File: config.mk
export PLATFORM = sky130hd
export DESIGN_NAME = axi_xbar_flat
export DESIGN_NICKNAME = d
export VERILOG_FILES = /design/src/rtl/soc_pkg.sv /design/src/rtl/axi_lite_if.sv /design/src/rtl/axi_xbar.sv /design/src/flat_wrapper.sv
export VERILOG_INCLUDE_DIRS = /design/src /design/src/rtl
export SDC_FILE = /design/constraint.sdc
export NUM_CORES = 1
export LEC_CHECK = 0
export ABC_AREA = 1
export CELL_PAD_IN_SITES_DETAIL_PLACEMENT = 1
export CELL_PAD_IN_SITES_GLOBAL_PLACEMENT = 2
export CORE_AREA = 2 2 169 171
export DETAILED_ROUTE_END_ITERATION = 7
export DIE_AREA = 0 0 171 173
export DONT_BUFFER_PORTS = 1
export PLACE_DENSITY = 0.49
export SLEW_MARGIN = 5
export SYNTH_ARGS = -nofsm -noshare
export SYNTH_HDL_FRONTEND = slang
export SYNTH_SLANG_ARGS = --single-unit
File: constraint.sdc
create_clock -name clk -period 1.5 [get_ports clk]
set_input_delay 0.075 -clock clk [delete_from_list [all_inputs] [get_ports clk]]
set_output_delay 0.075 -clock clk [all_outputs]
set_load 0.01 [all_outputs]
File: src/rtl/soc_cfg.svh
`ifndef SOC_CFG_SVH
`define SOC_CFG_SVH

// bus widths
`define AXI_ADDR_W 32
`define AXI_DATA_W 32
`define AXI_STRB_W (`AXI_DATA_W / 8)

// sram window, depth in words
`define SRAM_BASE 32'h0000_0000
`define SRAM_WORDS 256

// gpio window: offset 0 gpio_out, offset 4 gpio_in
`define GPIO_BASE 32'h1000_0000
`define GPIO_SPAN 8
`define GPIO_W 8

`endif

File: src/rtl/soc_pkg.sv
`include "soc_cfg.svh"

package soc_pkg;

    typedef logic [`AXI_ADDR_W-1:0] axi_addr_t;
    typedef logic [`AXI_DATA_W-1:0] axi_data_t;
    typedef logic [`AXI_STRB_W-1:0] axi_strb_t;
    typedef logic [1:0] axi_resp_t;
    typedef logic [`GPIO_W-1:0] gpio_t;

    localparam axi_resp_t RESP_OKAY = 2'b00;
    localparam axi_resp_t RESP_DECERR = 2'b11;

    // arbiter grant
    typedef enum logic [1:0] {IDLE, GRANT_FETCH, GRANT_LSU} arb_state_e;

    // crossbar target of the transaction in flight
    typedef enum logic [1:0] {SEL_NONE, SEL_SRAM, SEL_GPIO, SEL_ERR} slv_sel_e;

    // slave handshake fsm
    typedef enum logic [1:0] {SLV_IDLE, SLV_RDATA, SLV_BRESP} slv_state_e;

endpackage

File: src/rtl/axi_lite_if.sv
`timescale 1ns/1ns

interface axi_lite_if import soc_pkg::*; ();

    axi_addr_t araddr;
    logic arvalid;
    logic arready;

    axi_data_t rdata;
    axi_resp_t rresp;
    logic rvalid;
    logic rready;

    axi_addr_t awaddr;
    logic awvalid;
    logic awready;

    axi_data_t wdata;
    axi_strb_t wstrb;
    logic wvalid;
    logic wready;

    axi_resp_t bresp;
    logic bvalid;
    logic bready;

    modport master (
        output araddr, arvalid, rready, awaddr, awvalid, wdata, wstrb, wvalid, bready,
        input arready, rdata, rresp, rvalid, awready, wready, bresp, bvalid
    );

    modport slave (
        input araddr, arvalid, rready, awaddr, awvalid, wdata, wstrb, wvalid, bready,
        output arready, rdata, rresp, rvalid, awready, wready, bresp, bvalid
    );

endinterface

File: src/rtl/axi_xbar.sv
`timescale 1ns/1ns
`include "soc_cfg.svh"

module axi_xbar import soc_pkg::*; (
    input logic clk,
    input logic rst_n,
    axi_lite_if.slave up,
    axi_lite_if.master sram,
    axi_lite_if.master gpio
);

    localparam axi_addr_t SRAM_LO = `SRAM_BASE;
    localparam axi_addr_t SRAM_HI = `SRAM_BASE + `SRAM_WORDS * `AXI_STRB_W;
    localparam axi_addr_t GPIO_LO = `GPIO_BASE;
    localparam axi_addr_t GPIO_HI = `GPIO_BASE + `GPIO_SPAN;

    slv_sel_e sel;
    slv_sel_e rd_dec;
    slv_sel_e wr_dec;
    logic is_wr;
    logic rd_req;
    logic wr_req;
    logic sram_req;
    logic gpio_req;

    function automatic slv_sel_e decode(input axi_addr_t addr);
        if (addr >= SRAM_LO && addr < SRAM_HI) begin
            return SEL_SRAM;
        end else if (addr >= GPIO_LO && addr < GPIO_HI) begin
            return SEL_GPIO;
        end
        return SEL_ERR;
    endfunction

    assign rd_dec = decode(up.araddr);
    assign wr_dec = decode(up.awaddr);

    // one transaction at a time, read first
    assign rd_req = (sel == SEL_NONE) && up.arvalid;
    assign wr_req = (sel == SEL_NONE) && !up.arvalid && up.awvalid;

    // payloads go to both slaves, only the valids are steered
    assign sram.araddr = up.araddr;
    assign sram.awaddr = up.awaddr;
    assign sram.wdata = up.wdata;
    assign sram.wstrb = up.wstrb;
    assign gpio.araddr = up.araddr;
    assign gpio.awaddr = up.awaddr;
    assign gpio.wdata = up.wdata;
    assign gpio.wstrb = up.wstrb;

    assign sram.arvalid = rd_req && (rd_dec == SEL_SRAM);
    assign sram.awvalid = wr_req && (wr_dec == SEL_SRAM);
    assign sram.wvalid = wr_req && (wr_dec == SEL_SRAM) && up.wvalid;
    assign gpio.arvalid = rd_req && (rd_dec == SEL_GPIO);
    assign gpio.awvalid = wr_req && (wr_dec == SEL_GPIO);
    assign gpio.wvalid = wr_req && (wr_dec == SEL_GPIO) && up.wvalid;

    always_comb begin
        up.arready = 1'b0;
        up.awready = 1'b0;
        up.wready = 1'b0;
        if (rd_req) begin
            case (rd_dec)
                SEL_SRAM: up.arready = sram.arready;
                SEL_GPIO: up.arready = gpio.arready;
                default: up.arready = 1'b1;
            endcase
        end else if (wr_req) begin
            case (wr_dec)
                SEL_SRAM: begin
                    up.awready = sram.awready;
                    up.wready = sram.wready;
                end
                SEL_GPIO: begin
                    up.awready = gpio.awready;
                    up.wready = gpio.wready;
                end
                default: begin
                    // unmapped: take aw and w together
                    up.awready = up.wvalid;
                    up.wready = 1'b1;
                end
            endcase
        end
    end

    // response from the slave that took the address
    always_comb begin
        up.rvalid = 1'b0;
        up.rdata = '0;
        up.rresp = RESP_OKAY;
        up.bvalid = 1'b0;
        up.bresp = RESP_OKAY;
        case (sel)
            SEL_SRAM: begin
                up.rvalid = sram.rvalid;
                up.rdata = sram.rdata;
                up.rresp = sram.rresp;
                up.bvalid = sram.bvalid;
                up.bresp = sram.bresp;
            end
            SEL_GPIO: begin
                up.rvalid = gpio.rvalid;
                up.rdata = gpio.rdata;
                up.rresp = gpio.rresp;
                up.bvalid = gpio.bvalid;
                up.bresp = gpio.bresp;
            end
            SEL_ERR: begin
                up.rvalid = !is_wr;
                up.rresp = RESP_DECERR;
                up.bvalid = is_wr;
                up.bresp = RESP_DECERR;
            end
            default: ;
        endcase
    end

    assign sram.rready = (sel == SEL_SRAM) && up.rready;
    assign sram.bready = (sel == SEL_SRAM) && up.bready;
    assign gpio.rready = (sel == SEL_GPIO) && up.rready;
    assign gpio.bready = (sel == SEL_GPIO) && up.bready;

    always_ff @(posedge clk) begin
        if (!rst_n) begin
            sel <= SEL_NONE;
            is_wr <= 1'b0;
        end else if (sel == SEL_NONE) begin
            if (up.arvalid && up.arready) begin
                sel <= rd_dec;
                is_wr <= 1'b0;
            end else if (up.awvalid && up.awready) begin
                sel <= wr_dec;
                is_wr <= 1'b1;
            end
        end else if ((up.rvalid && up.rready) || (up.bvalid && up.bready)) begin
            sel <= SEL_NONE;
        end
    end

    assign sram_req = sram.arvalid || sram.awvalid;
    assign gpio_req = gpio.arvalid || gpio.awvalid;

    // requests reach one slave, and only while nothing is in flight
    a_one_slave: assert property (@(posedge clk) disable iff (!rst_n)
        (sram_req || gpio_req) |-> (sel == SEL_NONE) && !(sram_req && gpio_req));

endmodule

File: src/flat_wrapper.sv
// flat-port wrapper written by rule: the top's interface ports become plain ports
module axi_xbar_flat import soc_pkg::*;
  (clk, rst_n, up_araddr, up_arvalid, up_rready, up_awaddr, up_awvalid, up_wdata, up_wstrb, up_wvalid, up_bready, up_arready, up_rdata, up_rresp, up_rvalid, up_awready, up_wready, up_bresp, up_bvalid, sram_araddr, sram_arvalid, sram_rready, sram_awaddr, sram_awvalid, sram_wdata, sram_wstrb, sram_wvalid, sram_bready, sram_arready, sram_rdata, sram_rresp, sram_rvalid, sram_awready, sram_wready, sram_bresp, sram_bvalid, gpio_araddr, gpio_arvalid, gpio_rready, gpio_awaddr, gpio_awvalid, gpio_wdata, gpio_wstrb, gpio_wvalid, gpio_bready, gpio_arready, gpio_rdata, gpio_rresp, gpio_rvalid, gpio_awready, gpio_wready, gpio_bresp, gpio_bvalid);
  axi_lite_if up_i ();
  axi_lite_if sram_i ();
  axi_lite_if gpio_i ();
  input logic clk;
  input logic rst_n;
  input wire logic [$bits(up_i.araddr)-1:0] up_araddr;
  input wire logic [$bits(up_i.arvalid)-1:0] up_arvalid;
  input wire logic [$bits(up_i.rready)-1:0] up_rready;
  input wire logic [$bits(up_i.awaddr)-1:0] up_awaddr;
  input wire logic [$bits(up_i.awvalid)-1:0] up_awvalid;
  input wire logic [$bits(up_i.wdata)-1:0] up_wdata;
  input wire logic [$bits(up_i.wstrb)-1:0] up_wstrb;
  input wire logic [$bits(up_i.wvalid)-1:0] up_wvalid;
  input wire logic [$bits(up_i.bready)-1:0] up_bready;
  output wire logic [$bits(up_i.arready)-1:0] up_arready;
  output wire logic [$bits(up_i.rdata)-1:0] up_rdata;
  output wire logic [$bits(up_i.rresp)-1:0] up_rresp;
  output wire logic [$bits(up_i.rvalid)-1:0] up_rvalid;
  output wire logic [$bits(up_i.awready)-1:0] up_awready;
  output wire logic [$bits(up_i.wready)-1:0] up_wready;
  output wire logic [$bits(up_i.bresp)-1:0] up_bresp;
  output wire logic [$bits(up_i.bvalid)-1:0] up_bvalid;
  output wire logic [$bits(sram_i.araddr)-1:0] sram_araddr;
  output wire logic [$bits(sram_i.arvalid)-1:0] sram_arvalid;
  output wire logic [$bits(sram_i.rready)-1:0] sram_rready;
  output wire logic [$bits(sram_i.awaddr)-1:0] sram_awaddr;
  output wire logic [$bits(sram_i.awvalid)-1:0] sram_awvalid;
  output wire logic [$bits(sram_i.wdata)-1:0] sram_wdata;
  output wire logic [$bits(sram_i.wstrb)-1:0] sram_wstrb;
  output wire logic [$bits(sram_i.wvalid)-1:0] sram_wvalid;
  output wire logic [$bits(sram_i.bready)-1:0] sram_bready;
  input wire logic [$bits(sram_i.arready)-1:0] sram_arready;
  input wire logic [$bits(sram_i.rdata)-1:0] sram_rdata;
  input wire logic [$bits(sram_i.rresp)-1:0] sram_rresp;
  input wire logic [$bits(sram_i.rvalid)-1:0] sram_rvalid;
  input wire logic [$bits(sram_i.awready)-1:0] sram_awready;
  input wire logic [$bits(sram_i.wready)-1:0] sram_wready;
  input wire logic [$bits(sram_i.bresp)-1:0] sram_bresp;
  input wire logic [$bits(sram_i.bvalid)-1:0] sram_bvalid;
  output wire logic [$bits(gpio_i.araddr)-1:0] gpio_araddr;
  output wire logic [$bits(gpio_i.arvalid)-1:0] gpio_arvalid;
  output wire logic [$bits(gpio_i.rready)-1:0] gpio_rready;
  output wire logic [$bits(gpio_i.awaddr)-1:0] gpio_awaddr;
  output wire logic [$bits(gpio_i.awvalid)-1:0] gpio_awvalid;
  output wire logic [$bits(gpio_i.wdata)-1:0] gpio_wdata;
  output wire logic [$bits(gpio_i.wstrb)-1:0] gpio_wstrb;
  output wire logic [$bits(gpio_i.wvalid)-1:0] gpio_wvalid;
  output wire logic [$bits(gpio_i.bready)-1:0] gpio_bready;
  input wire logic [$bits(gpio_i.arready)-1:0] gpio_arready;
  input wire logic [$bits(gpio_i.rdata)-1:0] gpio_rdata;
  input wire logic [$bits(gpio_i.rresp)-1:0] gpio_rresp;
  input wire logic [$bits(gpio_i.rvalid)-1:0] gpio_rvalid;
  input wire logic [$bits(gpio_i.awready)-1:0] gpio_awready;
  input wire logic [$bits(gpio_i.wready)-1:0] gpio_wready;
  input wire logic [$bits(gpio_i.bresp)-1:0] gpio_bresp;
  input wire logic [$bits(gpio_i.bvalid)-1:0] gpio_bvalid;
  assign up_i.araddr = up_araddr;
  assign up_i.arvalid = up_arvalid;
  assign up_i.rready = up_rready;
  assign up_i.awaddr = up_awaddr;
  assign up_i.awvalid = up_awvalid;
  assign up_i.wdata = up_wdata;
  assign up_i.wstrb = up_wstrb;
  assign up_i.wvalid = up_wvalid;
  assign up_i.bready = up_bready;
  assign up_arready = up_i.arready;
  assign up_rdata = up_i.rdata;
  assign up_rresp = up_i.rresp;
  assign up_rvalid = up_i.rvalid;
  assign up_awready = up_i.awready;
  assign up_wready = up_i.wready;
  assign up_bresp = up_i.bresp;
  assign up_bvalid = up_i.bvalid;
  assign sram_araddr = sram_i.araddr;
  assign sram_arvalid = sram_i.arvalid;
  assign sram_rready = sram_i.rready;
  assign sram_awaddr = sram_i.awaddr;
  assign sram_awvalid = sram_i.awvalid;
  assign sram_wdata = sram_i.wdata;
  assign sram_wstrb = sram_i.wstrb;
  assign sram_wvalid = sram_i.wvalid;
  assign sram_bready = sram_i.bready;
  assign sram_i.arready = sram_arready;
  assign sram_i.rdata = sram_rdata;
  assign sram_i.rresp = sram_rresp;
  assign sram_i.rvalid = sram_rvalid;
  assign sram_i.awready = sram_awready;
  assign sram_i.wready = sram_wready;
  assign sram_i.bresp = sram_bresp;
  assign sram_i.bvalid = sram_bvalid;
  assign gpio_araddr = gpio_i.araddr;
  assign gpio_arvalid = gpio_i.arvalid;
  assign gpio_rready = gpio_i.rready;
  assign gpio_awaddr = gpio_i.awaddr;
  assign gpio_awvalid = gpio_i.awvalid;
  assign gpio_wdata = gpio_i.wdata;
  assign gpio_wstrb = gpio_i.wstrb;
  assign gpio_wvalid = gpio_i.wvalid;
  assign gpio_bready = gpio_i.bready;
  assign gpio_i.arready = gpio_arready;
  assign gpio_i.rdata = gpio_rdata;
  assign gpio_i.rresp = gpio_rresp;
  assign gpio_i.rvalid = gpio_rvalid;
  assign gpio_i.awready = gpio_awready;
  assign gpio_i.wready = gpio_wready;
  assign gpio_i.bresp = gpio_bresp;
  assign gpio_i.bvalid = gpio_bvalid;
  axi_xbar u_core (.clk(clk), .rst_n(rst_n), .up(up_i), .sram(sram_i), .gpio(gpio_i));
endmodule
==> flow_results.xml, run 1 <==
<?xml version="1.0" encoding="UTF-8"?>
<metrics>
  <group name="layout">
    <metric name="area_delta_synth_final" unit="%">14.92</metric>
    <metric name="final.fill_count" unit="">3343</metric>
    <metric name="finalCoreUtilization" unit="%">12.10</metric>
    <metric name="fin_cells" unit="">736</metric>
    <metric name="final_net_count" unit="">551</metric>
    <metric name="layout-drive-gt1-share" unit="%">57.42</metric>
  </group>
  <group name="job">
    <metric name="max_cap_violations" unit="">0</metric>
  </group>
  <group name="status">
    <metric name="run_status" unit="">finished, violations left</metric>
    <metric name="violations" unit="">setup timing</metric>
  </group>
  <group name="floorplanning">
    <metric name="floorplan.core_area" unit="sq um">27630</metric>
    <metric name="die_area" unit="sq um">29580</metric>
    <metric name="chipHeight" unit="microns">173</metric>
    <metric name="rows" unit="">61</metric>
    <metric name="initial_utilization" unit="%">10.53</metric>
    <metric name="die_w" unit="microns">171</metric>
    <metric name="ioPinCount" unit="">440</metric>
  </group>
  <group name="grt">
    <metric name="groute.usage.overall" unit="%">6.679</metric>
    <metric name="grt_antenna_before_repair" unit="">1</metric>
    <metric name="globalRoute.totalOverflow" unit="">0</metric>
    <metric name="grt_max_degree" unit="">16</metric>
    <metric name="grt_first_pass_wirelength" unit="microns">14540</metric>
    <metric name="vias_in_the_first_global_route" unit="">2564</metric>
  </group>
  <group name="detailed_routing">
    <metric name="via_count" unit="">2384</metric>
    <metric name="drt-pass1-iter-count" unit="">5</metric>
    <metric name="post_drt_via_cell_ratio" unit="">3.239</metric>
    <metric name="drt_iter0_drc" unit="">33</metric>
    <metric name="drt-wirelength-per-cell" unit="microns">15.43</metric>
    <metric name="postRouteWirelength" unit="microns">11360</metric>
    <metric name="detail_route.drc_violations" unit="">0</metric>
    <metric name="drt.antenna.violating_nets" unit="">0</metric>
  </group>
  <group name="synth">
    <metric name="ys_seq_elements" unit="">3</metric>
    <metric name="postSynthNetCount" unit="">687</metric>
    <metric name="post_synth_instance_area" unit="sq um">2910</metric>
    <metric name="yosysSeqAreaShare" unit="%">2.064</metric>
    <metric name="syn_inst" unit="">494</metric>
    <metric name="avgSynthCellArea" unit="sq um">5.891</metric>
    <metric name="number_of_warnings_issued_by_yosys" unit="">0</metric>
    <metric name="synth_cell_types" unit="">27</metric>
  </group>
  <group name="place">
    <metric name="port_buffers" unit="">0</metric>
    <metric name="dp_hpwl" unit="microns">8614</metric>
    <metric name="place.gp.congestion" unit="">0.6940</metric>
    <metric name="dpl_worst_slack" unit="ns">-0.3499</metric>
    <metric name="post-place-cells" unit="">699</metric>
  </group>
  <group name="worst_setup_path">
    <metric name="path_class" unit="">flip-flop to output port</metric>
    <metric name="crit_path_top_delay_cell" unit="">sky130_fd_sc_hd__dfxtp_2</metric>
    <metric name="startpoint_class" unit="">flip-flop</metric>
    <metric name="crit_fanout" unit="">3</metric>
    <metric name="timing.reg2reg.setup_slack" unit="ns">-0.14</metric>
    <metric name="worst_setup_path_end_kind" unit="">output port</metric>
    <metric name="cp_data_arrival_time" unit="ns">1.61</metric>
    <metric name="cp.required" unit="ns">1.42</metric>
    <metric name="path_delay_family" unit="">simple AND/OR/NAND/NOR gates</metric>
    <metric name="critical_path.max_stage_delay" unit="ns">0.32</metric>
    <metric name="cp_num_buf_inv" unit="">5</metric>
    <metric name="crit_chain" unit="">inv_2, buf_6, ha_4, nand2_4, nor2_4, nand2_2, inv_2, nand3_2, nand2_2, nor2_4, buf_6, inv_4</metric>
  </group>
  <group name="clock_network">
    <metric name="ctsLongestPathBuffers" unit="">2</metric>
    <metric name="h-tree-depth" unit="">1</metric>
    <metric name="clock_latency" unit="ns">0.22</metric>
    <metric name="clkTransAtPathRegs" unit="ns">0.03</metric>
    <metric name="cts.sink_count" unit="">3</metric>
    <metric name="cts_tree" unit="">built</metric>
    <metric name="cts_root_cell" unit="">sky130_fd_sc_hd__clkbuf_16</metric>
    <metric name="cts_bufs_inserted" unit="">3</metric>
  </group>
  <group name="timing">
    <metric name="grt_setup_unrepaired" unit="">yes</metric>
    <metric name="timing.max_slew.rel_slack" unit="%">84.19</metric>
    <metric name="timing.clock.skew" unit="ns">0.0009530</metric>
    <metric name="finalWorstSetupSlack" unit="ns">-0.1887</metric>
    <metric name="final_worst_hold_slack" unit="ns">0.1500</metric>
    <metric name="tightest_slew" unit="ns">0.2363</metric>
    <metric name="final_hold_viol_count" unit="">0</metric>
    <metric name="period_minus_ws_final" unit="ns">1.689</metric>
    <metric name="report.final.slew_viol_count" unit="">0</metric>
    <metric name="finalSetupViolCount" unit="">48</metric>
    <metric name="max_freq" unit="MHz">592.2</metric>
    <metric name="fin_crit_sh" unit="%">112.6</metric>
  </group>
  <group name="power">
    <metric name="power.ir.vdd_worst" unit="mV">0.4105</metric>
    <metric name="leakage" unit="nW">1.231</metric>
    <metric name="power_density" unit="nW/um^2">1839</metric>
  </group>
  <group name="hold_path">
    <metric name="hp-class" unit="">input pin to output port</metric>
  </group>
</metrics>
[cells in the mapped netlist (all sizes together)]
cell	instances	area (sq um)
a221o	4	40.04
o221a	1	11.26
inv	46	172.7
and2	5	31.28
nor3	4	30.03
nand4	2	12.51
ha	4	50.05
dfxtp	3	60.06
nand2	112	427.9
nand3	14	102.6
buf	208	1534
o21ai	1	5.000
a31oi	1	6.260
a21oi	33	165.2
nor2	52	242.7
o211ai	1	7.510
clkbuf	3	11.26
[logic make-up after synthesis]
group | share of synthesized area, %
compound gates | 8.083
fa+ha+maj | 1.720
buf+inv | 59.03
flops | 2.064
simple gates | 29.11
[timing repair]
action,in CTS,in global routing
gates cloned,5,2
buffers inserted,21,5
pin swaps,31,29
endpoints found under the hold margin,3,0
endpoints found under the setup margin,54,53
gates resized for setup,141,52
hold buffers,1,0
[per-stage QoR]
step                total power [mW]  TNS, ns  cell area, sq um
finish                         6.150   -3.910              3344
global route                   6.528   -7.583              3344
CTS                            5.618   -4.980              3078
detailed placement             2.841   -3.892              2163
global placement               2.861   -3.511              2163
floorplan                      2.167        0              2913
[sequential cells by signal, summed over array words and instances (netlist names)]
register      cells
u_core.is_wr      1
u_core.sel        2
[layout by cell type, fill, tap and decap left out, types with 2 or more instances in the layout]
master	synthesis	routed
sky130_fd_sc_hd__nor2_2	10	10
sky130_fd_sc_hd__nand3_4	1	2
sky130_fd_sc_hd__buf_4	200	19
sky130_fd_sc_hd__nor2_4	3	7
sky130_fd_sc_hd__and2_1	4	4
sky130_fd_sc_hd__buf_8	0	3
sky130_fd_sc_hd__a221o_1	4	4
sky130_fd_sc_hd__inv_4	0	4
sky130_fd_sc_hd__nand2_2	3	30
sky130_fd_sc_hd__nand4_1	2	2
sky130_fd_sc_hd__inv_2	5	20
sky130_fd_sc_hd__a21oi_2	0	16
sky130_fd_sc_hd__nand2_1	109	71
sky130_fd_sc_hd__nor3_2	2	3
sky130_fd_sc_hd__buf_16	0	4
sky130_fd_sc_hd__nand3_2	4	3
sky130_fd_sc_hd__clkbuf_16	0	5
sky130_fd_sc_hd__buf_12	0	9
sky130_fd_sc_hd__inv_1	41	22
sky130_fd_sc_hd__nor2_1	39	35
sky130_fd_sc_hd__buf_6	0	32
sky130_fd_sc_hd__ha_4	0	3
sky130_fd_sc_hd__dfxtp_2	0	2
sky130_fd_sc_hd__nand3_1	9	9
sky130_fd_sc_hd__a21oi_4	0	17
sky130_fd_sc_hd__nand2_4	0	11
[path summary, 6_finish.rpt]
check / startpoint / to / cells after the start
worst min register to register: u_core.is_wr / u_core.is_wr / 2
worst max register to register: u_core.sel[0] / u_core.is_wr / 13
worst min-delay path: up_wdata[22] / gpio_wdata[22] / 0
worst max-delay path: u_core.sel[0] / up_awready / 12
[per-layer routing]
layer  GRT usage, %  part of all wire (%)  routed length, microns  vias to the layer above
met5              0                     0                       0                        -
met1          5.097                    30                    3384                     1056
met4          3.355                   4.3                     485                        0
met3          2.541                    13                    1483                       32
met2          13.89                    53                    6006                      260
li1               -                     -                       -                     1036
[area by class of cell]
type	instances	area [sq um]	area share, %
Timing Repair Buffer	70	898.4	26.86
Antenna cell	1	2.502	0.07482
Tap cell	378	473.0	14.14
Clock buffer	4	78.83	2.357
Inverter	46	182.7	5.462
Multi-Input combinational cell	234	1647	49.23
Sequential cell	3	62.56	1.871
[power by group]
group          internal (mW)  leakage (nW)  switching [mW]  total, mW
Sequential             0.122        0.0255          0.0295      0.151
Combinational           2.78          1.17            2.79       5.57
Clock                  0.351        0.0382          0.0736      0.424
Total                   3.25          1.23            2.90       6.15
Power figures use the tool's default switching activity.
==> inputs of run 2 (changes only) <==
==> constraint.sdc (replaced) <==
create_clock -name clk -period 1.44 [get_ports clk]
set_input_delay 0.072 -clock clk [delete_from_list [all_inputs] [get_ports clk]]
set_output_delay 0.072 -clock clk [all_outputs]
set_load 0.01 [all_outputs]
==> run 2 against run 1 <==
The run still ends with setup timing left. Core utilization is 2.3 points lower. First-iteration DRC count is 9.1% higher. Register-to-register slack better by 0.02 ns. Cell count is 2.3% lower. Non-clock buffer count is 16 lower. Sequential share of layout area is 0.64 points higher.
==> flow_results.xml, run 2 (synthesized netlist as in run 1, its figures left out) <==
<?xml version="1.0" encoding="UTF-8"?>
<metrics>
  <group name="grt">
    <metric name="vias_in_the_first_global_route" unit="">2348</metric>
    <metric name="grt_first_pass_wirelength" unit="microns">13670</metric>
    <metric name="globalRoute.totalOverflow" unit="">0</metric>
    <metric name="grt_antenna_before_repair" unit="">0</metric>
    <metric name="groute.usage.overall" unit="%">6.254</metric>
    <metric name="grt_max_degree" unit="">20</metric>
  </group>
  <group name="job">
    <metric name="max_cap_violations" unit="">0</metric>
  </group>
  <group name="place">
    <metric name="port_buffers" unit="">0</metric>
    <metric name="dp_hpwl" unit="microns">8835</metric>
    <metric name="dpl_worst_slack" unit="ns">-0.1378</metric>
    <metric name="place.gp.congestion" unit="">0.7026</metric>
    <metric name="placement.cell_area" unit="sq um">2155</metric>
    <metric name="post-place-cells" unit="">697</metric>
  </group>
  <group name="timing">
    <metric name="timing.max_slew.rel_slack" unit="%">80.41</metric>
    <metric name="period_minus_ws_final" unit="ns">1.655</metric>
    <metric name="max_freq" unit="MHz">604.2</metric>
    <metric name="timing.clock.skew" unit="ns">0.001003</metric>
    <metric name="fin_crit_sh" unit="%">114.9</metric>
    <metric name="finalWorstSetupSlack" unit="ns">-0.2150</metric>
    <metric name="grt_setup_unrepaired" unit="">yes</metric>
    <metric name="report.final.slew_viol_count" unit="">0</metric>
    <metric name="finalSetupViolCount" unit="">31</metric>
    <metric name="final_worst_hold_slack" unit="ns">0.1440</metric>
    <metric name="tightest_slew" unit="ns">0.2931</metric>
    <metric name="totalNegativeSetupSlack" unit="ns">-2.945</metric>
    <metric name="final_hold_viol_count" unit="">0</metric>
  </group>
  <group name="power">
    <metric name="power.ir.vdd_worst" unit="mV">0.5242</metric>
    <metric name="leakage" unit="nW">1.018</metric>
    <metric name="power" unit="mW">4.559</metric>
    <metric name="power_density" unit="nW/um^2">1691</metric>
  </group>
  <group name="worst_setup_path">
    <metric name="cp.required" unit="ns">1.37</metric>
    <metric name="startpoint_class" unit="">flip-flop</metric>
    <metric name="crit_fanout" unit="">12</metric>
    <metric name="path_class" unit="">flip-flop to output port</metric>
    <metric name="worst_setup_path_end_kind" unit="">output port</metric>
    <metric name="reg2reg_depth" unit="">12</metric>
    <metric name="cp_data_arrival_time" unit="ns">1.58</metric>
  </group>
  <group name="layout">
    <metric name="final-seq-area" unit="sq um">67.56</metric>
    <metric name="antenna-diode-count" unit="">0</metric>
    <metric name="layout-drive-gt1-share" unit="%">40.18</metric>
    <metric name="layout.cells.most_common_list" unit="">sky130_fd_sc_hd__nand2_1 (105), sky130_fd_sc_hd__buf_4 (37), sky130_fd_sc_hd__nor2_1 (34)</metric>
    <metric name="area_delta_synth_final" unit="%">-7.352</metric>
    <metric name="final_design_area_no_fill" unit="sq um">2696</metric>
    <metric name="layout_commonest_cell" unit="">sky130_fd_sc_hd__nand2_1</metric>
    <metric name="finalCoreUtilization" unit="%">9.759</metric>
    <metric name="final_net_count" unit="">535</metric>
    <metric name="final.fill_count" unit="">3410</metric>
    <metric name="multiInputGateArea" unit="sq um">1370</metric>
    <metric name="fin_cells" unit="">719</metric>
    <metric name="largest-register" unit="">u_core.sel</metric>
    <metric name="largest_reg_flops" unit="">2</metric>
    <metric name="largest_registers" unit="">u_core.sel (2), u_core.is_wr (1)</metric>
  </group>
  <group name="detailed_routing">
    <metric name="drt-wirelength-per-cell" unit="microns">14.44</metric>
    <metric name="drt.antenna.violating_nets" unit="">0</metric>
    <metric name="post_drt_via_cell_ratio" unit="">3.110</metric>
    <metric name="drt-pass1-iter-count" unit="">4</metric>
    <metric name="postRouteWirelength" unit="microns">10380</metric>
    <metric name="detail_route.drc_violations" unit="">0</metric>
    <metric name="via_count" unit="">2236</metric>
    <metric name="drt_iter0_drc" unit="">36</metric>
  </group>
  <group name="floorplanning">
    <metric name="die_area" unit="sq um">29580</metric>
    <metric name="initial_utilization" unit="%">10.53</metric>
    <metric name="chipHeight" unit="microns">173</metric>
    <metric name="ioPinCount" unit="">440</metric>
    <metric name="floorplan.core_area" unit="sq um">27630</metric>
    <metric name="rows" unit="">61</metric>
    <metric name="die_w" unit="microns">171</metric>
  </group>
  <group name="hold_path">
    <metric name="hp-class" unit="">input pin to output port</metric>
    <metric name="timing.hold.worst_path_depth" unit="">0</metric>
  </group>
  <group name="clock_network">
    <metric name="clock_latency" unit="ns">0.22</metric>
    <metric name="cts_root_cell" unit="">sky130_fd_sc_hd__clkbuf_16</metric>
    <metric name="cts_tree" unit="">built</metric>
    <metric name="cts_bufs_inserted" unit="">3</metric>
    <metric name="h-tree-depth" unit="">1</metric>
    <metric name="ctsLongestPathBuffers" unit="">2</metric>
    <metric name="clkTransAtPathRegs" unit="ns">0.03</metric>
    <metric name="cts.sink_count" unit="">3</metric>
  </group>
  <group name="status">
    <metric name="run_status" unit="">finished, violations left</metric>
    <metric name="violations" unit="">setup timing</metric>
  </group>
</metrics>
==> run 2: cell types whose count changed in the layout (fill, tap and decap cells not counted), moves of 10 or more <==
cell / change
sky130_fd_sc_hd__inv_2: -10
sky130_fd_sc_hd__buf_4: +18
sky130_fd_sc_hd__buf_6: -21
sky130_fd_sc_hd__nand2_2: -25
sky130_fd_sc_hd__nand2_1: +34
sky130_fd_sc_hd__a21oi_4: -11
==> run 2: critical path: stages, from the launching register on <==
cell	delay, ns
sky130_fd_sc_hd__dfxtp_4	0.36
sky130_fd_sc_hd__inv_4	0.04
sky130_fd_sc_hd__ha_2	0.23
sky130_fd_sc_hd__bufbuf_16	0.30
sky130_fd_sc_hd__a221o_1	0.29
sky130_fd_sc_hd__nand2_1	0.06
sky130_fd_sc_hd__inv_1	0.07
==> run 2: power by group <==
group | switching, mW | internal [mW] | leakage, nW
logic | 2.13 | 1.79 | 0.953
registers | 0.0516 | 0.138 | 0.0261
clock network | 0.0788 | 0.366 | 0.0382
total | 2.26 | 2.30 | 1.02
==> run 2: worst paths after layout <==
check / start / slack [ns] / endpoint
min: up_wdata[0] / 0.14 / gpio_wdata[0]
min reg2reg: u_core.is_wr / 0.53 / u_core.is_wr
max reg2reg: u_core.sel[0] / -0.12 / u_core.sel[0]
max: u_core.sel[0] / -0.21 / up_bresp[1]
==> run 2: final cells by class <==
cell class	count	area share, %
multi-input combinational	234	50.81
timing repair buffer	54	19.26
tap	378	17.54
inverter	46	6.961
clock buffer	4	2.923
sequential	3	2.506
==> run 2: per-layer routing <==
layer / routed length (microns) / part of all wire [%] / GRT usage, % / up-vias
li1: - / - / - / 997
met4: 179 / 1.7 / 2.401 / 0
met2: 5660 / 55 / 12.84 / 238
met5: 0 / 0 / 0 / -
met1: 3364 / 32 / 5.385 / 986
met3: 1177 / 11 / 2.083 / 15
==> run 2: timing repair <==
item | CTS | global route
setup buffers | 8 | 9
hold endpoints to repair | 3 | 0
pin swaps | 7 | 7
hold buffers | 1 | 0
gates cloned | 1 | 0
gates resized for setup | 61 | 20
endpoints found under the setup margin | 49 | 53
==> inputs of run 3 (changes only) <==
--- a/config.mk
+++ b/config.mk
@@ -9,11 +9,11 @@
 export ABC_AREA = 1
 export CELL_PAD_IN_SITES_DETAIL_PLACEMENT = 1
 export CELL_PAD_IN_SITES_GLOBAL_PLACEMENT = 2
-export CORE_AREA = 2 2 169 171
+export CORE_AREA = 2 2 172 174
 export DETAILED_ROUTE_END_ITERATION = 7
-export DIE_AREA = 0 0 171 173
+export DIE_AREA = 0 0 174 176
 export DONT_BUFFER_PORTS = 1
-export PLACE_DENSITY = 0.49
+export PLACE_DENSITY = 0.47
 export SLEW_MARGIN = 5
 export SYNTH_ARGS = -nofsm -noshare
 export SYNTH_HDL_FRONTEND = slang
==> constraint.sdc (replaced) <==
create_clock -name clk -period 1.6 [get_ports clk]
set_input_delay 0.08 -clock clk [delete_from_list [all_inputs] [get_ports clk]]
set_output_delay 0.08 -clock clk [all_outputs]
set_load 0.01 [all_outputs]
==> run 3 against run 2 <==
The flow still finishes with violations (setup timing). Via count about the same. Cell count down 0.42%. Clock-buffer cell count unchanged. First-iteration DRC count up 31%. Worst hold slack better by 0.016 ns. Core utilization about the same. Design area up 3.1%. Critical path type unchanged. Register-to-register slack better by 0.09 ns. Clock skew about the same. Die area up 3.5%. Combinational power down 11%.
==> flow_results.xml, run 3 (synthesized netlist as in run 1, its figures left out) <==
<?xml version="1.0" encoding="UTF-8"?>
<metrics>
  <group name="layout">
    <metric name="largest_reg_flops" unit="">2</metric>
    <metric name="layout.cells.most_common_list" unit="">sky130_fd_sc_hd__nand2_1 (88), sky130_fd_sc_hd__nor2_1 (35), sky130_fd_sc_hd__inv_1 (33)</metric>
    <metric name="largest_registers" unit="">u_core.sel (2), u_core.is_wr (1)</metric>
    <metric name="layout_commonest_cell" unit="">sky130_fd_sc_hd__nand2_1</metric>
    <metric name="area_delta_synth_final" unit="%">-4.471</metric>
    <metric name="layout-drive-gt1-share" unit="%">43.07</metric>
    <metric name="final.fill_count" unit="">3491</metric>
    <metric name="largest-register" unit="">u_core.sel</metric>
    <metric name="finalCoreUtilization" unit="%">9.739</metric>
    <metric name="final_net_count" unit="">526</metric>
    <metric name="antenna-diode-count" unit="">0</metric>
  </group>
  <group name="worst_setup_path">
    <metric name="crit_chain" unit="">inv_4, ha_4, inv_1, buf_12, a21oi_1, buf_4</metric>
    <metric name="path_class" unit="">flip-flop to output port</metric>
    <metric name="cp_data_arrival_time" unit="ns">1.57</metric>
    <metric name="critical_path.max_stage_delay" unit="ns">0.36</metric>
    <metric name="crit_path_top_delay_cell" unit="">sky130_fd_sc_hd__dfxtp_4</metric>
    <metric name="reg2reg_depth" unit="">14</metric>
    <metric name="startpoint_class" unit="">flip-flop</metric>
    <metric name="worst_setup_path_end_kind" unit="">output port</metric>
    <metric name="cp.required" unit="ns">1.52</metric>
    <metric name="crit_fanout" unit="">24</metric>
  </group>
  <group name="timing">
    <metric name="period_minus_ws_final" unit="ns">1.653</metric>
    <metric name="tightest_slew" unit="ns">0.2565</metric>
    <metric name="timing.clock.skew" unit="ns">0.0009937</metric>
    <metric name="final_hold_viol_count" unit="">0</metric>
    <metric name="grt_setup_unrepaired" unit="">yes</metric>
    <metric name="timing.max_slew.rel_slack" unit="%">82.95</metric>
    <metric name="final_worst_hold_slack" unit="ns">0.1600</metric>
    <metric name="finalWorstSetupSlack" unit="ns">-0.05344</metric>
    <metric name="finalSetupViolCount" unit="">21</metric>
    <metric name="fin_crit_sh" unit="%">103.3</metric>
    <metric name="max_freq" unit="MHz">604.8</metric>
    <metric name="report.final.slew_viol_count" unit="">0</metric>
    <metric name="totalNegativeSetupSlack" unit="ns">-0.4839</metric>
  </group>
  <group name="grt">
    <metric name="grt_first_pass_wirelength" unit="microns">13000</metric>
    <metric name="vias_in_the_first_global_route" unit="">2301</metric>
    <metric name="grt_antenna_before_repair" unit="">0</metric>
    <metric name="globalRoute.totalOverflow" unit="">0</metric>
    <metric name="grt_max_degree" unit="">35</metric>
    <metric name="groute.usage.overall" unit="%">5.677</metric>
  </group>
  <group name="clock_network">
    <metric name="cts_bufs_inserted" unit="">3</metric>
    <metric name="h-tree-depth" unit="">1</metric>
    <metric name="clock_latency" unit="ns">0.22</metric>
    <metric name="cts_root_cell" unit="">sky130_fd_sc_hd__clkbuf_16</metric>
    <metric name="cts.sink_count" unit="">3</metric>
    <metric name="cts_tree" unit="">built</metric>
    <metric name="clkTransAtPathRegs" unit="ns">0.03</metric>
    <metric name="ctsLongestPathBuffers" unit="">2</metric>
  </group>
  <group name="detailed_routing">
    <metric name="drt.antenna.violating_nets" unit="">0</metric>
    <metric name="post_drt_via_cell_ratio" unit="">3.122</metric>
    <metric name="detail_route.drc_violations" unit="">0</metric>
    <metric name="drt-wirelength-per-cell" unit="microns">14.35</metric>
    <metric name="postRouteWirelength" unit="microns">10270</metric>
    <metric name="drt-pass1-iter-count" unit="">3</metric>
    <metric name="drt_iter0_drc" unit="">47</metric>
    <metric name="via_count" unit="">2235</metric>
  </group>
  <group name="floorplanning">
    <metric name="chipHeight" unit="microns">176</metric>
    <metric name="initial_utilization" unit="%">10.19</metric>
    <metric name="die_w" unit="microns">174</metric>
    <metric name="ioPinCount" unit="">440</metric>
    <metric name="floorplan.core_area" unit="sq um">28550</metric>
    <metric name="rows" unit="">62</metric>
    <metric name="die_area" unit="sq um">30620</metric>
  </group>
  <group name="place">
    <metric name="dpl_worst_slack" unit="ns">-0.1954</metric>
    <metric name="place.gp.congestion" unit="">0.6983</metric>
    <metric name="port_buffers" unit="">0</metric>
    <metric name="dp_hpwl" unit="microns">8473</metric>
  </group>
  <group name="power">
    <metric name="power.ir.vdd_worst" unit="mV">0.6720</metric>
    <metric name="power_density" unit="nW/um^2">1458</metric>
    <metric name="leakage" unit="nW">1.037</metric>
    <metric name="power" unit="mW">4.054</metric>
  </group>
  <group name="status">
    <metric name="run_status" unit="">finished, violations left</metric>
    <metric name="violations" unit="">setup timing</metric>
  </group>
  <group name="job">
    <metric name="max_cap_violations" unit="">0</metric>
  </group>
  <group name="hold_path">
    <metric name="hp-class" unit="">input pin to output port</metric>
    <metric name="timing.hold.worst_path_depth" unit="">0</metric>
  </group>
</metrics>
## run 3: changes by cell type in the layout (fill, tap and decap cells not counted), sizes merged
cell,change
buf,-10
clkbuf,+2
bufbuf,-1
## run 3: cell type report
| type | count | area (sq um) | area share (%) |
|---|---|---|---|
| sequential | 3 | 65.06 | 2.340 |
| multi-input combinational | 234 | 1508 | 54.23 |
| tap | 384 | 480.5 | 17.28 |
| inverter | 46 | 177.7 | 6.391 |
| timing repair buffer | 45 | 470.5 | 16.92 |
| clock buffer | 4 | 78.83 | 2.835 |
## run 3: critical path: cells and delay by family (launching register included)
| kind | cells | cell delay [ns] |
|---|---|---|
| AO/OA/AOI/OAI | 1 | 0.08 |
| adder cells (fa/ha/maj) | 1 | 0.22 |
| flip-flops | 1 | 0.36 |
| buffers and inverters | 4 | 0.64 |
## run 3: layer usage
metal | routed length [microns] | vias up | GRT usage [%]
met5 | 0 | - | 0
met4 | 222 | 0 | 2.136
met3 | 1538 | 13 | 3.338
met2 | 5389 | 274 | 10.94
met1 | 3123 | 969 | 4.742
li1 | - | 979 | -
## run 3: stage by stage
step,instance area [sq um],cells
2_1_floorplan,2910,494
3_3_place_gp,2068,695
3_5_place_dp,2068,695
4_1_cts,2317,707
5_1_grt,2780,716
6_report,2780,716
## run 3: path summary, 6_finish.rpt
check	startpoint	endpoint	slack, ns
max	u_core.sel[0]	up_rdata[26]	-0.05
min reg2reg	u_core.is_wr	u_core.is_wr	0.56
min	up_awaddr[15]	sram_awaddr[15]	0.16
max reg2reg	u_core.sel[0]	u_core.sel[0]	-0.03
## run 3: repair_timing
| item | in CTS | in global routing |
|---|---|---|
| setup endpoints to repair | 50 | 45 |
| gates resized for setup | 31 | 82 |
| setup buffers | 7 | 7 |
| pin swaps | 7 | 28 |
| gates cloned | 0 | 3 |
| endpoints found under the hold margin | 3 | 0 |
| hold buffers | 1 | 0 |
## run 3: power breakdown
group,switching [mW],internal [mW]
clock,0.0700,0.329
combinational,2.06,1.44
sequential,0.0386,0.119
